==> config.mk <==
export PLATFORM = sky130hd
export DESIGN_NAME = busMaster
export DESIGN_NICKNAME = d
export VERILOG_FILES = /design/src/rtl/busProtocolPkg.sv /design/src/rtl/masterCtrlPkg.sv /design/src/rtl/arbiterLink.sv /design/src/rtl/slaveLink.sv /design/src/rtl/transactionSequencer.sv /design/src/rtl/busMaster.sv
export SDC_FILE = /design/constraint.sdc
export NUM_CORES = 1
export LEC_CHECK = 0
export BUFFER_PORTS_ARGS = -buffer_cell sky130_fd_sc_hd__buf_4
export CAP_MARGIN = 20
export CORE_UTILIZATION = 55
export DETAILED_ROUTE_END_ITERATION = 10
export HOLD_SLACK_MARGIN = 0.03
export PLACE_DENSITY = 0.72
export SKIP_CTS_REPAIR_TIMING = 1
export SLEW_MARGIN = 30
export SYNTH_ARGS = -nofsm -noshare
export SYNTH_HDL_FRONTEND = slang
export SYNTH_SLANG_ARGS = --single-unit
export TNS_END_PERCENT = 100
==> constraint.sdc <==
create_clock -name clk -period 2.62 [get_ports clk]
set_input_delay 0.393 -clock clk [delete_from_list [all_inputs] [get_ports clk]]
set_output_delay 0.393 -clock clk [all_outputs]
set_load 0.03 [all_outputs]
==> src/rtl/busProtocolPkg.sv <==
package busProtocolPkg;

    ////////////////////////////////////////
    // frame constants on the wire
    ////////////////////////////////////////

    localparam logic [2:0] PREAMBLE    = 3'b111;   // opens every frame
    localparam int         SLAVE_ID_W  = 3;
    localparam int         ARB_REQ_LEN = 6;        // preamble + slave id
    localparam int         CTRL_LEN    = 8;        // preamble + slave id + op

    typedef enum logic [1:0] {
        OP_READ  = 2'b00,
        OP_WRITE = 2'b01
    } ctrlOpE;

    ////////////////////////////////////////
    // control frame layout
    ////////////////////////////////////////

    typedef struct packed {
        logic [2:0]            preamble;
        logic [SLAVE_ID_W-1:0] slaveId;
        ctrlOpE                op;
    } ctrlFieldsT;

    // same word, by field or as raw bits for shifting
    typedef union packed {
        ctrlFieldsT          fields;
        logic [CTRL_LEN-1:0] bits;
    } ctrlFrameU;

endpackage

==> src/rtl/masterCtrlPkg.sv <==
package masterCtrlPkg;

    // top level loop phases
    typedef enum logic [2:0] {
        IDLE,
        READ,
        INCR,
        WRITE,
        DONE
    } seqPhaseE;

    // strobes from sequencer to arbiter link
    typedef struct packed {
        logic request;
        logic releaseBus;
    } arbCmdT;

    // pulses back from arbiter link
    typedef struct packed {
        logic granted;
        logic released;
    } arbRspT;

    typedef struct packed {
        logic                  go;   // one cycle
        busProtocolPkg::ctrlOpE op;
    } xferCmdT;

endpackage

==> src/rtl/arbiterLink.sv <==
`timescale 1ns/1ns

module arbiterLink
    import busProtocolPkg::*;
    import masterCtrlPkg::*;
#(
    parameter logic [SLAVE_ID_W-1:0] SLAVE_ID = 3'b100
)(
    input  logic   clk,
    input  logic   rstN,
    input  logic   arbCont,
    input  arbCmdT arbCmd,
    output arbRspT arbRsp,
    output logic   arbSend
);

    localparam int CNT_W = $clog2(ARB_REQ_LEN + 1);

    typedef enum logic [2:0] {
        A_IDLE,
        A_WAIT,
        A_REQ,
        A_GRANT,
        A_ACK,
        A_REL
    } arbStateE;

    arbStateE               state;
    logic [CNT_W-1:0]       bitCnt;
    logic [ARB_REQ_LEN-1:0] reqShift;
    logic [1:0]             grantHist;   // two latest arbCont samples

    always_ff @(posedge clk or negedge rstN) begin
        if (!rstN) begin
            state     <= A_IDLE;
            bitCnt    <= '0;
            reqShift  <= '0;
            grantHist <= '0;
            arbSend   <= 1'b0;
            arbRsp    <= '0;
        end else begin
            grantHist <= {grantHist[0], arbCont};
            arbSend   <= 1'b0;   // low unless a pattern drives it
            arbRsp    <= '0;
            case (state)
                A_IDLE: begin
                    bitCnt <= '0;
                    if (arbCmd.request) begin
                        reqShift <= {PREAMBLE, SLAVE_ID};
                        state    <= A_WAIT;
                    end else if (arbCmd.releaseBus) begin
                        bitCnt <= CNT_W'(1);   // first release bit is the low default
                        state  <= A_REL;
                    end
                end
                A_WAIT: begin
                    if (!arbCont) begin   // bus quiet, start the request
                        arbSend  <= reqShift[ARB_REQ_LEN-1];
                        reqShift <= reqShift << 1;
                        bitCnt   <= bitCnt + 1'b1;
                        state    <= A_REQ;
                    end
                end
                A_REQ: begin
                    if (bitCnt == CNT_W'(ARB_REQ_LEN)) begin
                        state <= A_GRANT;
                    end else begin
                        arbSend  <= reqShift[ARB_REQ_LEN-1];
                        reqShift <= reqShift << 1;
                        bitCnt   <= bitCnt + 1'b1;
                    end
                end
                A_GRANT: begin
                    if (grantHist == 2'b11) begin
                        arbSend <= 1'b1;   // ack 1
                        bitCnt  <= CNT_W'(1);
                        state   <= A_ACK;
                    end
                end
                A_ACK: begin
                    if (bitCnt == CNT_W'(1)) begin
                        bitCnt <= CNT_W'(2);   // ack 2 stays low
                    end else begin
                        arbSend        <= 1'b1;
                        arbRsp.granted <= 1'b1;
                        state          <= A_IDLE;
                    end
                end
                A_REL: begin
                    if (bitCnt == CNT_W'(3)) begin
                        arbRsp.released <= 1'b1;
                        state           <= A_IDLE;
                    end else begin
                        arbSend <= 1'b1;
                        bitCnt  <= bitCnt + 1'b1;
                    end
                end
                default: state <= A_IDLE;
            endcase
        end
    end

endmodule

==> src/rtl/slaveLink.sv <==
`timescale 1ns/1ns

module slaveLink
    import busProtocolPkg::*;
    import masterCtrlPkg::*;
#(
    parameter int                    DATA_WIDTH = 8,
    parameter logic [SLAVE_ID_W-1:0] SLAVE_ID   = 3'b100
)(
    input  logic                  clk,
    input  logic                  rstN,
    input  xferCmdT               xferCmd,
    input  logic [DATA_WIDTH-1:0] wrData,
    input  logic                  rD,
    input  logic                  ready,
    output logic                  control,
    output logic                  wrD,
    output logic                  valid,
    output logic                  xferDone,
    output logic [DATA_WIDTH-1:0] rdData
);

    localparam int MAX_LEN = (CTRL_LEN > DATA_WIDTH) ? CTRL_LEN : DATA_WIDTH;
    localparam int CNT_W   = $clog2(MAX_LEN + 1);

    typedef enum logic [1:0] {
        L_IDLE,
        L_CTRL,
        L_READ,
        L_WRITE
    } linkStateE;

    linkStateE           state;
    ctrlOpE              opReg;
    ctrlFrameU           frame;
    logic [CTRL_LEN-1:0] ctrlShift;
    logic [CNT_W-1:0]    bitCnt;
    logic                takeBit;

    always_comb begin
        frame.fields.preamble = PREAMBLE;
        frame.fields.slaveId  = SLAVE_ID;
        frame.fields.op       = xferCmd.op;
    end

    assign takeBit = (state == L_READ) && ready;

    ////////////////////////////////////////
    // control frame, then data bits
    ////////////////////////////////////////

    always_ff @(posedge clk or negedge rstN) begin
        if (!rstN) begin
            state     <= L_IDLE;
            opReg     <= OP_READ;
            ctrlShift <= '0;
            bitCnt    <= '0;
            control   <= 1'b0;
            wrD       <= 1'b0;
            valid     <= 1'b0;
            xferDone  <= 1'b0;
        end else begin
            control  <= 1'b0;
            xferDone <= 1'b0;
            case (state)
                L_IDLE: begin
                    if (xferCmd.go) begin
                        ctrlShift <= frame.bits;
                        opReg     <= xferCmd.op;
                        bitCnt    <= '0;
                        state     <= L_CTRL;
                    end
                end
                L_CTRL: begin
                    if (bitCnt == CNT_W'(CTRL_LEN)) begin
                        bitCnt <= '0;
                        state  <= (opReg == OP_WRITE) ? L_WRITE : L_READ;
                    end else begin
                        control   <= ctrlShift[CTRL_LEN-1];   // msb first
                        ctrlShift <= ctrlShift << 1;
                        bitCnt    <= bitCnt + 1'b1;
                    end
                end
                L_READ: begin
                    if (ready) begin   // slave paces the read
                        bitCnt <= bitCnt + 1'b1;
                        if (bitCnt == CNT_W'(DATA_WIDTH - 1)) begin
                            xferDone <= 1'b1;
                            state    <= L_IDLE;
                        end
                    end
                end
                L_WRITE: begin
                    if (bitCnt == CNT_W'(DATA_WIDTH)) begin
                        wrD      <= 1'b0;
                        valid    <= 1'b0;
                        xferDone <= 1'b1;
                        state    <= L_IDLE;
                    end else begin
                        wrD    <= wrData[DATA_WIDTH-1-bitCnt];
                        valid  <= 1'b1;
                        bitCnt <= bitCnt + 1'b1;
                    end
                end
                default: state <= L_IDLE;
            endcase
        end
    end

    // read word assembled msb first
    always_ff @(posedge clk) begin
        if (takeBit) begin
            rdData[DATA_WIDTH-1-bitCnt] <= rD;
        end
    end

endmodule

==> src/rtl/transactionSequencer.sv <==
`timescale 1ns/1ns

module transactionSequencer
    import busProtocolPkg::*;
    import masterCtrlPkg::*;
#(
    parameter int DATA_WIDTH = 8
)(
    input  logic                  clk,
    input  logic                  rstN,
    input  logic                  start,
    input  logic                  eoc,
    input  arbRspT                arbRsp,
    input  logic                  xferDone,
    input  logic [DATA_WIDTH-1:0] rdData,
    output arbCmdT                arbCmd,
    output xferCmdT               xferCmd,
    output logic [DATA_WIDTH-1:0] wrData,
    output logic [DATA_WIDTH-1:0] dataOut,
    output logic                  doneCom
);

    // steps of one bus transfer
    typedef enum logic [1:0] {
        S_REQ,
        S_GRANT,
        S_XFER,
        S_REL
    } stepE;

    seqPhaseE              phase;
    stepE                  step;
    logic [DATA_WIDTH-1:0] dataReg;

    assign wrData  = dataReg;
    assign dataOut = dataReg;

    always_ff @(posedge clk or negedge rstN) begin
        if (!rstN) begin
            phase   <= IDLE;
            step    <= S_REQ;
            dataReg <= '0;
            arbCmd  <= '0;
            xferCmd <= '{go: 1'b0, op: OP_READ};
            doneCom <= 1'b0;
        end else begin
            arbCmd     <= '0;
            xferCmd.go <= 1'b0;
            case (phase)
                IDLE: begin
                    step <= S_REQ;
                    if (eoc)        phase <= DONE;
                    else if (start) phase <= WRITE;
                    else            phase <= READ;
                end
                READ, WRITE: begin
                    case (step)
                        S_REQ: begin
                            arbCmd.request <= 1'b1;
                            step           <= S_GRANT;
                        end
                        S_GRANT: begin
                            if (arbRsp.granted) begin
                                xferCmd.go <= 1'b1;
                                xferCmd.op <= (phase == WRITE) ? OP_WRITE : OP_READ;
                                step       <= S_XFER;
                            end
                        end
                        S_XFER: begin
                            if (xferDone) begin
                                arbCmd.releaseBus <= 1'b1;
                                step              <= S_REL;
                            end
                        end
                        default: begin   // S_REL
                            if (arbRsp.released) begin
                                step <= S_REQ;
                                if (eoc)                 phase <= DONE;
                                else if (phase == READ)  phase <= INCR;
                                else                     phase <= READ;
                            end
                        end
                    endcase
                end
                INCR: begin
                    dataReg <= rdData + 1'b1;   // wraps at DATA_WIDTH
                    phase   <= WRITE;
                end
                DONE: doneCom <= 1'b1;   // held until reset
                default: phase <= IDLE;
            endcase
        end
    end

endmodule

==> src/rtl/busMaster.sv <==
`timescale 1ns/1ns

module busMaster
    import busProtocolPkg::*;
    import masterCtrlPkg::*;
#(
    parameter int                    DATA_WIDTH = 8,
    parameter logic [SLAVE_ID_W-1:0] SLAVE_ID   = 3'b100
)(
    input  logic                  clk,
    input  logic                  rstN,
    input  logic                  start,
    input  logic                  eoc,
    input  logic                  rD,
    input  logic                  ready,
    input  logic                  arbCont,
    output logic                  doneCom,
    output logic [DATA_WIDTH-1:0] dataOut,
    output logic                  control,
    output logic                  wrD,
    output logic                  valid,
    output logic                  arbSend
);

    arbCmdT                arbCmd;
    arbRspT                arbRsp;
    xferCmdT               xferCmd;
    logic                  xferDone;
    logic [DATA_WIDTH-1:0] wrData;
    logic [DATA_WIDTH-1:0] rdData;

    ////////////////////////////////////////
    // links to arbiter and slave
    ////////////////////////////////////////

    arbiterLink #(
        .SLAVE_ID (SLAVE_ID)
    ) arbLink0 (
        .clk     (clk),
        .rstN    (rstN),
        .arbCont (arbCont),
        .arbCmd  (arbCmd),
        .arbRsp  (arbRsp),
        .arbSend (arbSend)
    );

    slaveLink #(
        .DATA_WIDTH (DATA_WIDTH),
        .SLAVE_ID   (SLAVE_ID)
    ) slvLink0 (
        .clk      (clk),
        .rstN     (rstN),
        .xferCmd  (xferCmd),
        .wrData   (wrData),
        .rD       (rD),
        .ready    (ready),
        .control  (control),
        .wrD      (wrD),
        .valid    (valid),
        .xferDone (xferDone),
        .rdData   (rdData)
    );

    transactionSequencer #(
        .DATA_WIDTH (DATA_WIDTH)
    ) seq0 (
        .clk      (clk),
        .rstN     (rstN),
        .start    (start),
        .eoc      (eoc),
        .arbRsp   (arbRsp),
        .xferDone (xferDone),
        .rdData   (rdData),
        .arbCmd   (arbCmd),
        .xferCmd  (xferCmd),
        .wrData   (wrData),
        .dataOut  (dataOut),
        .doneCom  (doneCom)
    );

endmodule

==> results of run 1 <==
==> path summary, 6_finish.rpt <==
kind,cells after the start,endpoint,slack (ns),from
setup / recovery,6,seq0.step[1],0.65,seq0.step[0]
hold / removal,1,seq0.doneCom,0.08,rstN
setup reg to reg,6,seq0.step[1],0.65,seq0.step[0]
hold reg to reg,1,seq0.doneCom,0.46,seq0.doneCom
max in group asynchronous,1,slvLink0.valid,2.10,rstN
min in group clk,1,arbLink0.grantHist[0],0.20,arbCont
==> area by class of cell <==
class / instances / area, um^2
Clock inverter: 2 / 10.01
Tap cell: 70 / 87.58
Clock buffer: 14 / 162.7
Inverter: 19 / 71.32
Timing Repair Buffer: 20 / 150.1
Multi-Input combinational cell: 199 / 1330
Sequential cell: 60 / 1541
Fill cell: 395 / 1819
==> kinds of logic (layout without fill, tap and decap cells) <==
kind of cell | Yosys count | count (layout) | synth area share, %
flip-flops | 60 | 60 | 51.29
XOR/XNOR | 6 | 6 | 1.749
AND/OR/NAND/NOR | 100 | 100 | 17.24
AO/OA/AOI/OAI | 63 | 63 | 13.86
adder cells (fa/ha/maj) | 12 | 12 | 4.996
buffers and inverters | 31 | 55 | 4.455
multiplexers | 18 | 18 | 6.411
==> Yosys cell counts, drive strengths merged, types with 4 or more instances <==
library cell | instances | share of area (%)
nor3 | 6 | 1.0
mux2i | 8 | 2.7
ha | 12 | 5.0
and3 | 8 | 1.8
nand2 | 14 | 1.7
a21oi | 21 | 3.5
nor2b | 4 | 0.92
edfxtp | 8 | 8.0
buf | 9 | 1.7
mux2 | 10 | 3.7
inv | 19 | 2.4
dfrtp | 52 | 43
nand2b | 7 | 1.5
xor2 | 4 | 1.2
nand3 | 11 | 1.8
nor2 | 35 | 4.4
o22ai | 6 | 1.2
o21ai | 10 | 1.8
==> routing by layer <==
metal,GRT usage [%],wire (um),vias up
met4,10.19,114,0
met1,26.50,2511,1024
li1,-,-,1066
met2,32.00,2523,72
met3,4.699,270,12
met5,0,0,-
==> flip-flops by register name, summed over array words and instances (netlist names), 3 cells and up <==
register and count:
arbLink0.bitCnt 3, seq0.phase 3, arbLink0.state 3, slvLink0.ctrlShift 8, arbLink0.reqShift 4, slvLink0.bitCnt 4
seq0.dataOut 8, slvLink0.rdData 8
==> power by group <==
part           total (uW)  internal [uW]  switching, uW  leakage (uW)
sequential           1510           1190            323      0.000726
combinational        1250            590            664      0.000691
clock                 728            393            335     0.0000905
==> metrics by stage <==
| stage | area, um^2 | utilization, % |
|---|---|---|
| final | 3353 | 64.83 |
| after global routing | 3353 | 64.83 |
| after CTS | 3353 | 64.83 |
| after detailed placement | 3181 | 61.49 |
| after global placement | 3181 | 61.49 |
| after floorplan | 3005 | - |
==> worst max-delay path: stages (launching register included) <==
cell	delay, ns
dfrtp_1	0.40
inv_1	0.09
ha_1	0.24
or4_1	0.54
and3_4	0.20
o21ai_2	0.06
mux2_1	0.33
==> impl_results.md, run 1 <==
- Post-route ant nets: 0
- Inserted Clock Buffers: 9
- Avg Cell Area, Syn: a little over 10 um^2
- Pre-CTS setup slack: between 0.6 and 0.7 ns
- Setup TNS: 0 ns
- Synth Register Bits: 60
- Die Area: approximately 5800 um^2
- Mapped Cells: 290
- Total GRT Usage: between 20 and 25%
- Max FO, Critical Path: 4
- Via Count: about 2200
- Post-synthesis cell type count: 53
- Cells after DPL: roughly 370
- Power Total: between 3000 and 4000 uW
- Final HPWL DP: between 3000 and 4000 um
- Die Y: between 70 and 80 um
- Max-slew violations: 0
- Fmax: around 510 MHz
- Initial Utilization: 58.10%
- Status: finished clean
- Most common cell after layout, fill and taps aside: dfrtp_1
- Remaining global-route overflow: 0
- Die extent in x: 75.92 um
- Area grow syn2layout: 11.57%
- Crit path launch type: flop
- Max_cap viols: 0
- Iter 0 DRT Violations: around 140
- Synthesized area: 3005 um^2
- Pre-Repair DR Iteration Count: 4
- Final min period: just under 2 ns
- Area of the core: about 5200 um^2
- Nets: around 330
- Core Rows: 26
- Critical Path Sink Type: flop
- Io pins: 20
- First-pass GRT wire length: a little over 9000 um
- Relative slew slack: about 57%
- Final Cycle Share: roughly three quarters
- Skew-Pair Late Insertion Delay: 0.34 ns
- PortBufs: 19
- Maximum vdd drop: about 430 uV
- Initial antenna violation count: 0
- Min-delay worst type: in -> async
- Seq/Total Area, Yosys: between 50% and 60%
- Via density per instance: between 5 and 6
- Fraction of layout cells with a size suffix above 1: 15.61%
- DRC viols: 0
- RSZ-0062 raised after global routing: false
- Largest net degree at the start of global routing: 53
- Worst Skew: 0.01134 ns
- Vias in the first global route: roughly 2000
- CTS sink count: 60
- Worst setup slack after layout: about 0.65 ns
- CP Data Arrival Time: around 2.2 ns
- Slew @ Worst Pin: between 0.6 and 0.7 ns
- Clk buf depth: 2
- Yosys warning total: 0
- WL/cell: between 10 and 15 um
- Final hold vios: 0
- Final WL: roughly 5400 um
- Final Setup Violations: 0
- Mapped Nets: 309
- Most used DFF post-synth: dfrtp_1
- Pwr/cell area: ~1000 nW/um^2
- Clock slew seen by the registers of the worst setup and hold paths: around 0.06 ns
- H-tree levels: 3
- Critical Path RT: about 2.8 ns
- Most frequent cells in the layout: dfrtp_1 (52), nor2_1 (35), a21oi_1 (21), buf_4 (20), inv_1 (19)
- EDFF count, synth: 8
- Crit path kind: reg -> reg
- Leak: 0.001508 uW
- Diodes inserted: 0
- CTS tree: built
- Final std cells w/o fill: 384
- FFs w/ async S/R, synth: 86.67%
- Routability cong.: roughly 0.85
- Hold Slack: approximately 0.077 ns
- Clk root buf: clkbuf_8
(Power assumes the default switching activity.)
==> run 2: changes to the inputs <==
Settings changed: CORE_UTILIZATION 55 to 54, PLACE_DENSITY 0.72 to 0.74.
Clock period 2.62 ns to 1.72 ns, I/O delays scaled along.
==> impl_results.md, run 2 (synthesis results as in run 1) <==
- Status: complete, but fails checks
- Failing checks: negative setup slack
- Area of the core: approximately 5200 um^2
- CP Data Arrival Time: about 2.1 ns
- WHS Path Cells: 1
- Crit path kind: reg -> reg
- Final core occ: about 69%
- Post-route ant nets: 0
- Slew @ Worst Pin: 0.6443 ns
- Fmax: 533.0 MHz
- Io pins: 20
- Most frequent cells in the layout: dfrtp_1 (51), nor2_1 (35), buf_4 (34), a21oi_1 (21), inv_1 (17)
- Largest net degree at the start of global routing: 53
- Leak: roughly 0.0016 uW
- Crit path launch type: flop
- Final Cycle Share: 109.1%
- Clock slew seen by the registers of the worst setup and hold paths: approximately 0.070 ns
- Final min period: between 1.5 and 2 ns
- Max_cap viols: 0
- Worst setup slack after layout: -0.1562 ns
- Relative slew slack: a little under three fifths
- Reg2reg end: seq0.step[1]
- DRC viols: 0
- Min-delay worst type: in -> reg
- Most common cell after layout, fill and taps aside: dfrtp_1
- Final hold vios: 0
- Hold Slack: 0.06261 ns
- Initial Utilization: approximately 57%
- Die Y: between 70 and 80 um
- Pre-Repair DR Iteration Count: 4
- Fillers: between 300 and 400
- Vias in the first global route: about 2100
- CP bufs+invs: 1
- H-tree levels: 3
- Die Area: 5868 um^2
- Critical Path RT: slightly below 2 ns
- PortBufs: 19
- Skew-Pair Late Insertion Delay: 0.34 ns
- Remaining global-route overflow: 0
- RSZ-0062 raised after global routing: true
- FF-to-FF Start: seq0.step[1]
- Hold Path Sink: arbLink0.grantHist[0]
- First-pass GRT wire length: slightly below 10000 um
- Area grow syn2layout: 19.40%
- Post-Place Cell Area: between 3000 and 4000 um^2
- Largest stage delay, worst path: 0.50 ns
- Final HPWL DP: 3876 um
- Pwr/cell area: between 1500 and 2000 nW/um^2
- Worst Skew: 0.005728 ns
- Critical Path Sink Type: flop
- Max-slew violations: 0
- Reg2Reg Depth: 6
- Post-route cell area: approximately 3600 um^2
- CTS tree: built
- Inserted Clock Buffers: 9
- Clk root buf: clkbuf_8
- Iter 0 DRT Violations: around 160
- Max FO, Critical Path: 3
- CTS sink count: 60
- Core Rows: 26
- Top delay family on crit path: simple AND/OR/NAND/NOR gates
- Routability cong.: between 0.8 and 0.9
- Final WL: between 5000 and 6000 um
- Maximum vdd drop: ~950 uV
- Die extent in x: 76.60 um
- Diodes inserted: 0
- Total GRT Usage: a little over a fifth
- Clk buf depth: 2
- Via density per instance: 5.515
- R2r setup slk: -0.16 ns
- Cell at the slowest stage of the critical path: or4_4
- CP Cell Sequence: inv_2 -> ha_4 -> or4_4 -> and3_4 -> o21ai_4 -> mux2_4
- Final Setup Violations: 1
- HP Start: arbCont
- Nets: around 340
- WL/cell: ~15 um
- Fraction of layout cells with a size suffix above 1: between 20% and 30%
- Initial antenna violation count: 0
- Via Count: ~2200
[run 2: cell types whose count changed in the layout (fill, tap and decap cells not counted), moves of 2 or more]
cell      before  now
buf_4         20   34
inv_2          0    2
ha_4           0    3
ha_1          12    8
inv_1         19   17
clkbuf_1       3    1
mux2_4         0    2
[run 2: report_power, final]
| group | total (uW) | leakage [uW] | switching, uW | internal, uW |
|---|---|---|---|---|
| logic | 2470 | 0.000783 | 1280 | 1190 |
| clock network | 1250 | 0.0000991 | 550 | 701 |
| registers | 2190 | 0.000725 | 378 | 1810 |
[run 2: metal layers]
metal / track usage [%] / up-vias / part of all wire, %
li1: - / 1096 / -
met1: 28.61 / 1060 / 48
met2: 32.79 / 40 / 47
met3: 4.072 / 10 / 3.2
met4: 12.69 / 0 / 1.7
met5: 0 / - / 0
[run 2: worst max-delay path by stage]
stage,startpoint,to,slack (ns),cells after the start
6_report,seq0.step[1],seq0.step[1],-0.16,6
3_5_place_dp,seq0.step[1],seq0.step[1],-0.13,6
2_1_floorplan,seq0.step[0],seq0.step[1],-0.07,6
4_1_cts,seq0.step[1],seq0.step[1],-0.15,6
3_3_place_gp,seq0.step[1],seq0.step[1],-0.09,6
5_1_grt,seq0.step[1],seq0.step[1],-0.20,6
[run 2: per-stage QoR]
stage	setup slack [ns]	std cells	total power [uW]	TNS [ns]
2_1_floorplan	-0.07240	290	3773	-0.07240
3_3_place_gp	-0.08809	381	4378	-0.08809
3_5_place_dp	-0.1309	381	4443	-0.1309
4_1_cts	-0.1507	397	5714	-0.1507
5_1_grt	-0.2043	400	6330	-0.2880
6_report	-0.1562	400	5913	-0.1562
[run 2: cell type report]
class                      instances  area, um^2  area share (%)
sequential                        60        1543           42.99
clock buffer                      11       141.4           3.940
multi-input combinational        199        1408           39.23
timing repair buffer              36       285.3           7.950
clock inverter                     5       52.55           1.464
tap                               70       87.58           2.441
inverter                          19       71.32           1.987
==> run 3: changes to the inputs <==
Settings changed: ABC_AREA from default to 1, CELL_PAD_IN_SITES_DETAIL_PLACEMENT from default to 1, CELL_PAD_IN_SITES_GLOBAL_PLACEMENT from default to 1, CORE_UTILIZATION 54 to 41.
==> impl_results.md, run 3 <==
- Status: finished clean
- Io pins: 20
- Area grow syn2layout: 15.61%
- Area contributors post-synth: dfrtp_1 (43%), nand2_1 (11%), edfxtp_1 (7.9%)
- Total GRT Usage: 19.78%
- Pre-CTS setup slack: about 0.19 ns
- Nets: around 420
- Final WL: roughly 6700 um
- DRC viols: 0
- Yosys warning total: 0
- Skew-Pair Late Insertion Delay: between 0.3 and 0.4 ns
- Routing usage on met2: 32.14%
- Core Rows: 31
- Logic pwr share: about two fifths
- Via Count: about 2500
- Die Y: between 80 and 90 um
- Most used DFF post-synth: dfrtp_1
- Clk buf depth: 2
- Area of the core: slightly above 7000 um^2
- Initial antenna violation count: 0
- Max FO, Critical Path: 6
- Most frequent cells in the layout: nand2_1 (88), dfrtp_1 (52), inv_1 (51), nor2_1 (46), nand3_1 (37)
- Synth Register Bits: 60
- WL/cell: roughly 13 um
- Setup TNS: 0 ns
- Pre-Repair DR Iteration Count: 4
- Fraction of layout cells with a size suffix above 1: about 13%
- Post-synthesis cell type count: 31
- Diodes inserted: 0
- Initial Utilization: 42.11%
- Final hold vios: 0
- Fillers: roughly 920
- Vias in the first global route: ~2500
- Final min period: 1.526 ns
- Min-delay worst type: in -> reg
- Flop pwr share: 36.7%
- CTS sink count: 60
- Critical Path Sink Type: flop
- CP Data Arrival Time: between 1.5 and 2 ns
- Pwr/cell area: ~1700 nW/um^2
- Largest net degree at the start of global routing: 53
- FFs w/ async S/R, synth: 86.67%
- Clk root buf: clkbuf_8
- NetSw: ~2600 uW
- EDFF count, synth: 8
- Iter 0 DRT Violations: 67
- Clock slew seen by the registers of the worst setup and hold paths: ~0.07 ns
- CTS tree: built
- Post-route ant nets: 0
- HP Start: arbCont
- Fraction of post-synthesis cell area in the top cell type by area: a little over two fifths
- Final Setup Violations: 0
- PortBufs: 19
- RSZ-0062 raised after global routing: false
- First-pass GRT wire length: between 10000 and 15000 um
- Synthesized area: just over 3000 um^2
- Final HPWL DP: 4904 um
- Mapped Cells: approximately 370
- Maximum vdd drop: around 670 uV
- Biggest area consumer among synthesized cells: dfrtp_1
- Fmax: between 600 and 700 MHz
- H-tree levels: 3
- Mapped Nets: a little under 400
- Seq/Total Area, Yosys: roughly 51%
- Die Area: slightly below 8000 um^2
- FF-to-FF Start: slvLink0.bitCnt[1]
- Remaining global-route overflow: 0
- Crit. Startpoint: slvLink0.bitCnt[1]
- Avg Cell Area, Syn: 8.233 um^2
- Global routing's busiest layer: met2
- Grt met3 use: under 10%
- Synth top cells by count: nand2_1 (88), dfrtp_1 (52), inv_1 (51), nor2_1 (46), nand3_1 (37)
- Crit path kind: reg -> reg
- Max-slew violations: 0
- Via density per instance: a little under 5
- Cell Int Power: between 3000 and 4000 uW
- Inserted Clock Buffers: 9
- Max_cap viols: 0
- Top-count cell post-synth: nand2_1
- Worst Skew: about 0.0085 ns
- Relative slew slack: 55.12%
- Worst setup slack after layout: 0.1938 ns
- Crit path launch type: flop
- GR Util met1: between 20% and 30%
- Critical Path RT: 1.95 ns
- Slew @ Worst Pin: between 0.6 and 0.7 ns
- Most common cell after layout, fill and taps aside: nand2_1
- Routability cong.: between 0.8 and 0.9
- Clock power frac: a little under a quarter
- Switching fraction of total power: a little over two fifths
- Die extent in x: around 88 um
- Final Cycle Share: about nine tenths
- Leak: between 0.0015 and 0.002 uW
==> run 3: cell types whose count changed after synthesis, sizes merged, moves of 4 or more <==
| cell | previous run | this run |
|---|---|---|
| nand2 | 14 | 91 |
| inv | 19 | 55 |
| nand3 | 11 | 38 |
| nor2 | 35 | 52 |
| a21oi | 21 | 8 |
| o21ai | 10 | 23 |
| mux2 | 10 | 0 |
| and3 | 8 | 0 |
| mux2i | 8 | 0 |
| nand2b | 7 | 0 |
| nand4 | 0 | 4 |
| nor2b | 4 | 0 |
| nor3 | 6 | 2 |
| o22ai | 6 | 2 |
==> run 3: kinds of logic (layout without fill, tap and decap cells) <==
logic type / Yosys count / in the layout / share of synthesized area (%)
and+or+nand+nor: 188 / 188 / 26.73
buffers and inverters: 61 / 94 / 8.237
DFF: 60 / 60 / 50.74
AOI/OAI and AO/OA: 46 / 46 / 8.772
adders and majority gates: 12 / 12 / 4.942
xor gates and xnor gates: 2 / 2 / 0.5767
==> run 3: path summary, 6_finish.rpt <==
kind	to	slack (ns)	cells past startpoint
setup / recovery	slvLink0.bitCnt[2]	0.19	8
hold / removal	arbLink0.grantHist[0]	0.05	1
setup reg to reg	slvLink0.bitCnt[2]	0.19	8
hold reg to reg	arbLink0.grantHist[1]	0.41	0
max in group asynchronous	arbLink0.reqShift[5]	0.77	2
min in group asynchronous	seq0.phase[0]	0.49	2
==> run 3: critical path, cell delays in order, from the launching register on <==
cell,delay (ns)
dfrtp_1,0.42
inv_1,0.10
ha_1,0.15
nand3_1,0.16
nand2_2,0.17
nand2_1,0.14
nand2_1,0.09
nand2_1,0.04
a21boi_2,0.14
==> run 3: stage by stage <==
step,utilization (%),total power (uW),cell area (um^2),hold WS (ns),std cells
2_1_floorplan,-,4021,3038,-0.03759,369
3_3_place_gp,45.51,4675,3283,0.3416,484
3_5_place_dp,45.51,4757,3283,0.3475,484
4_1_cts,48.54,6187,3502,-0.03485,500
5_1_grt,48.68,6638,3512,0.03173,501
6_report,48.68,6105,3512,0.04695,501
==> run 3: area by class of cell <==
type,count,area [um^2],area share [%]
flip-flops and latches,60,1541,43.89
multi-input cells,248,1246,35.48
inverters,55,206.4,5.878
repair buffers,23,175.2,4.988
clock buffers,11,162.7,4.631
well taps,99,123.9,3.527
clock inverters,5,56.30,1.603
==> run 3: per-layer routing <==
metal  wire length, um  vias up
met4                77        0
met1              3322     1188
met5                 0        -
met2              3108       26
li1                  -     1242
met3               163        7
==> run 3: power groups by stage <==
stage	Clock (uW)	Combinational [uW]	Sequential [uW]
floorplan	0	1650	2380
global placement	0	2420	2250
detailed placement	0	2500	2260
CTS	1430	2520	2240
global route	1490	2850	2290
finish	1390	2480	2240
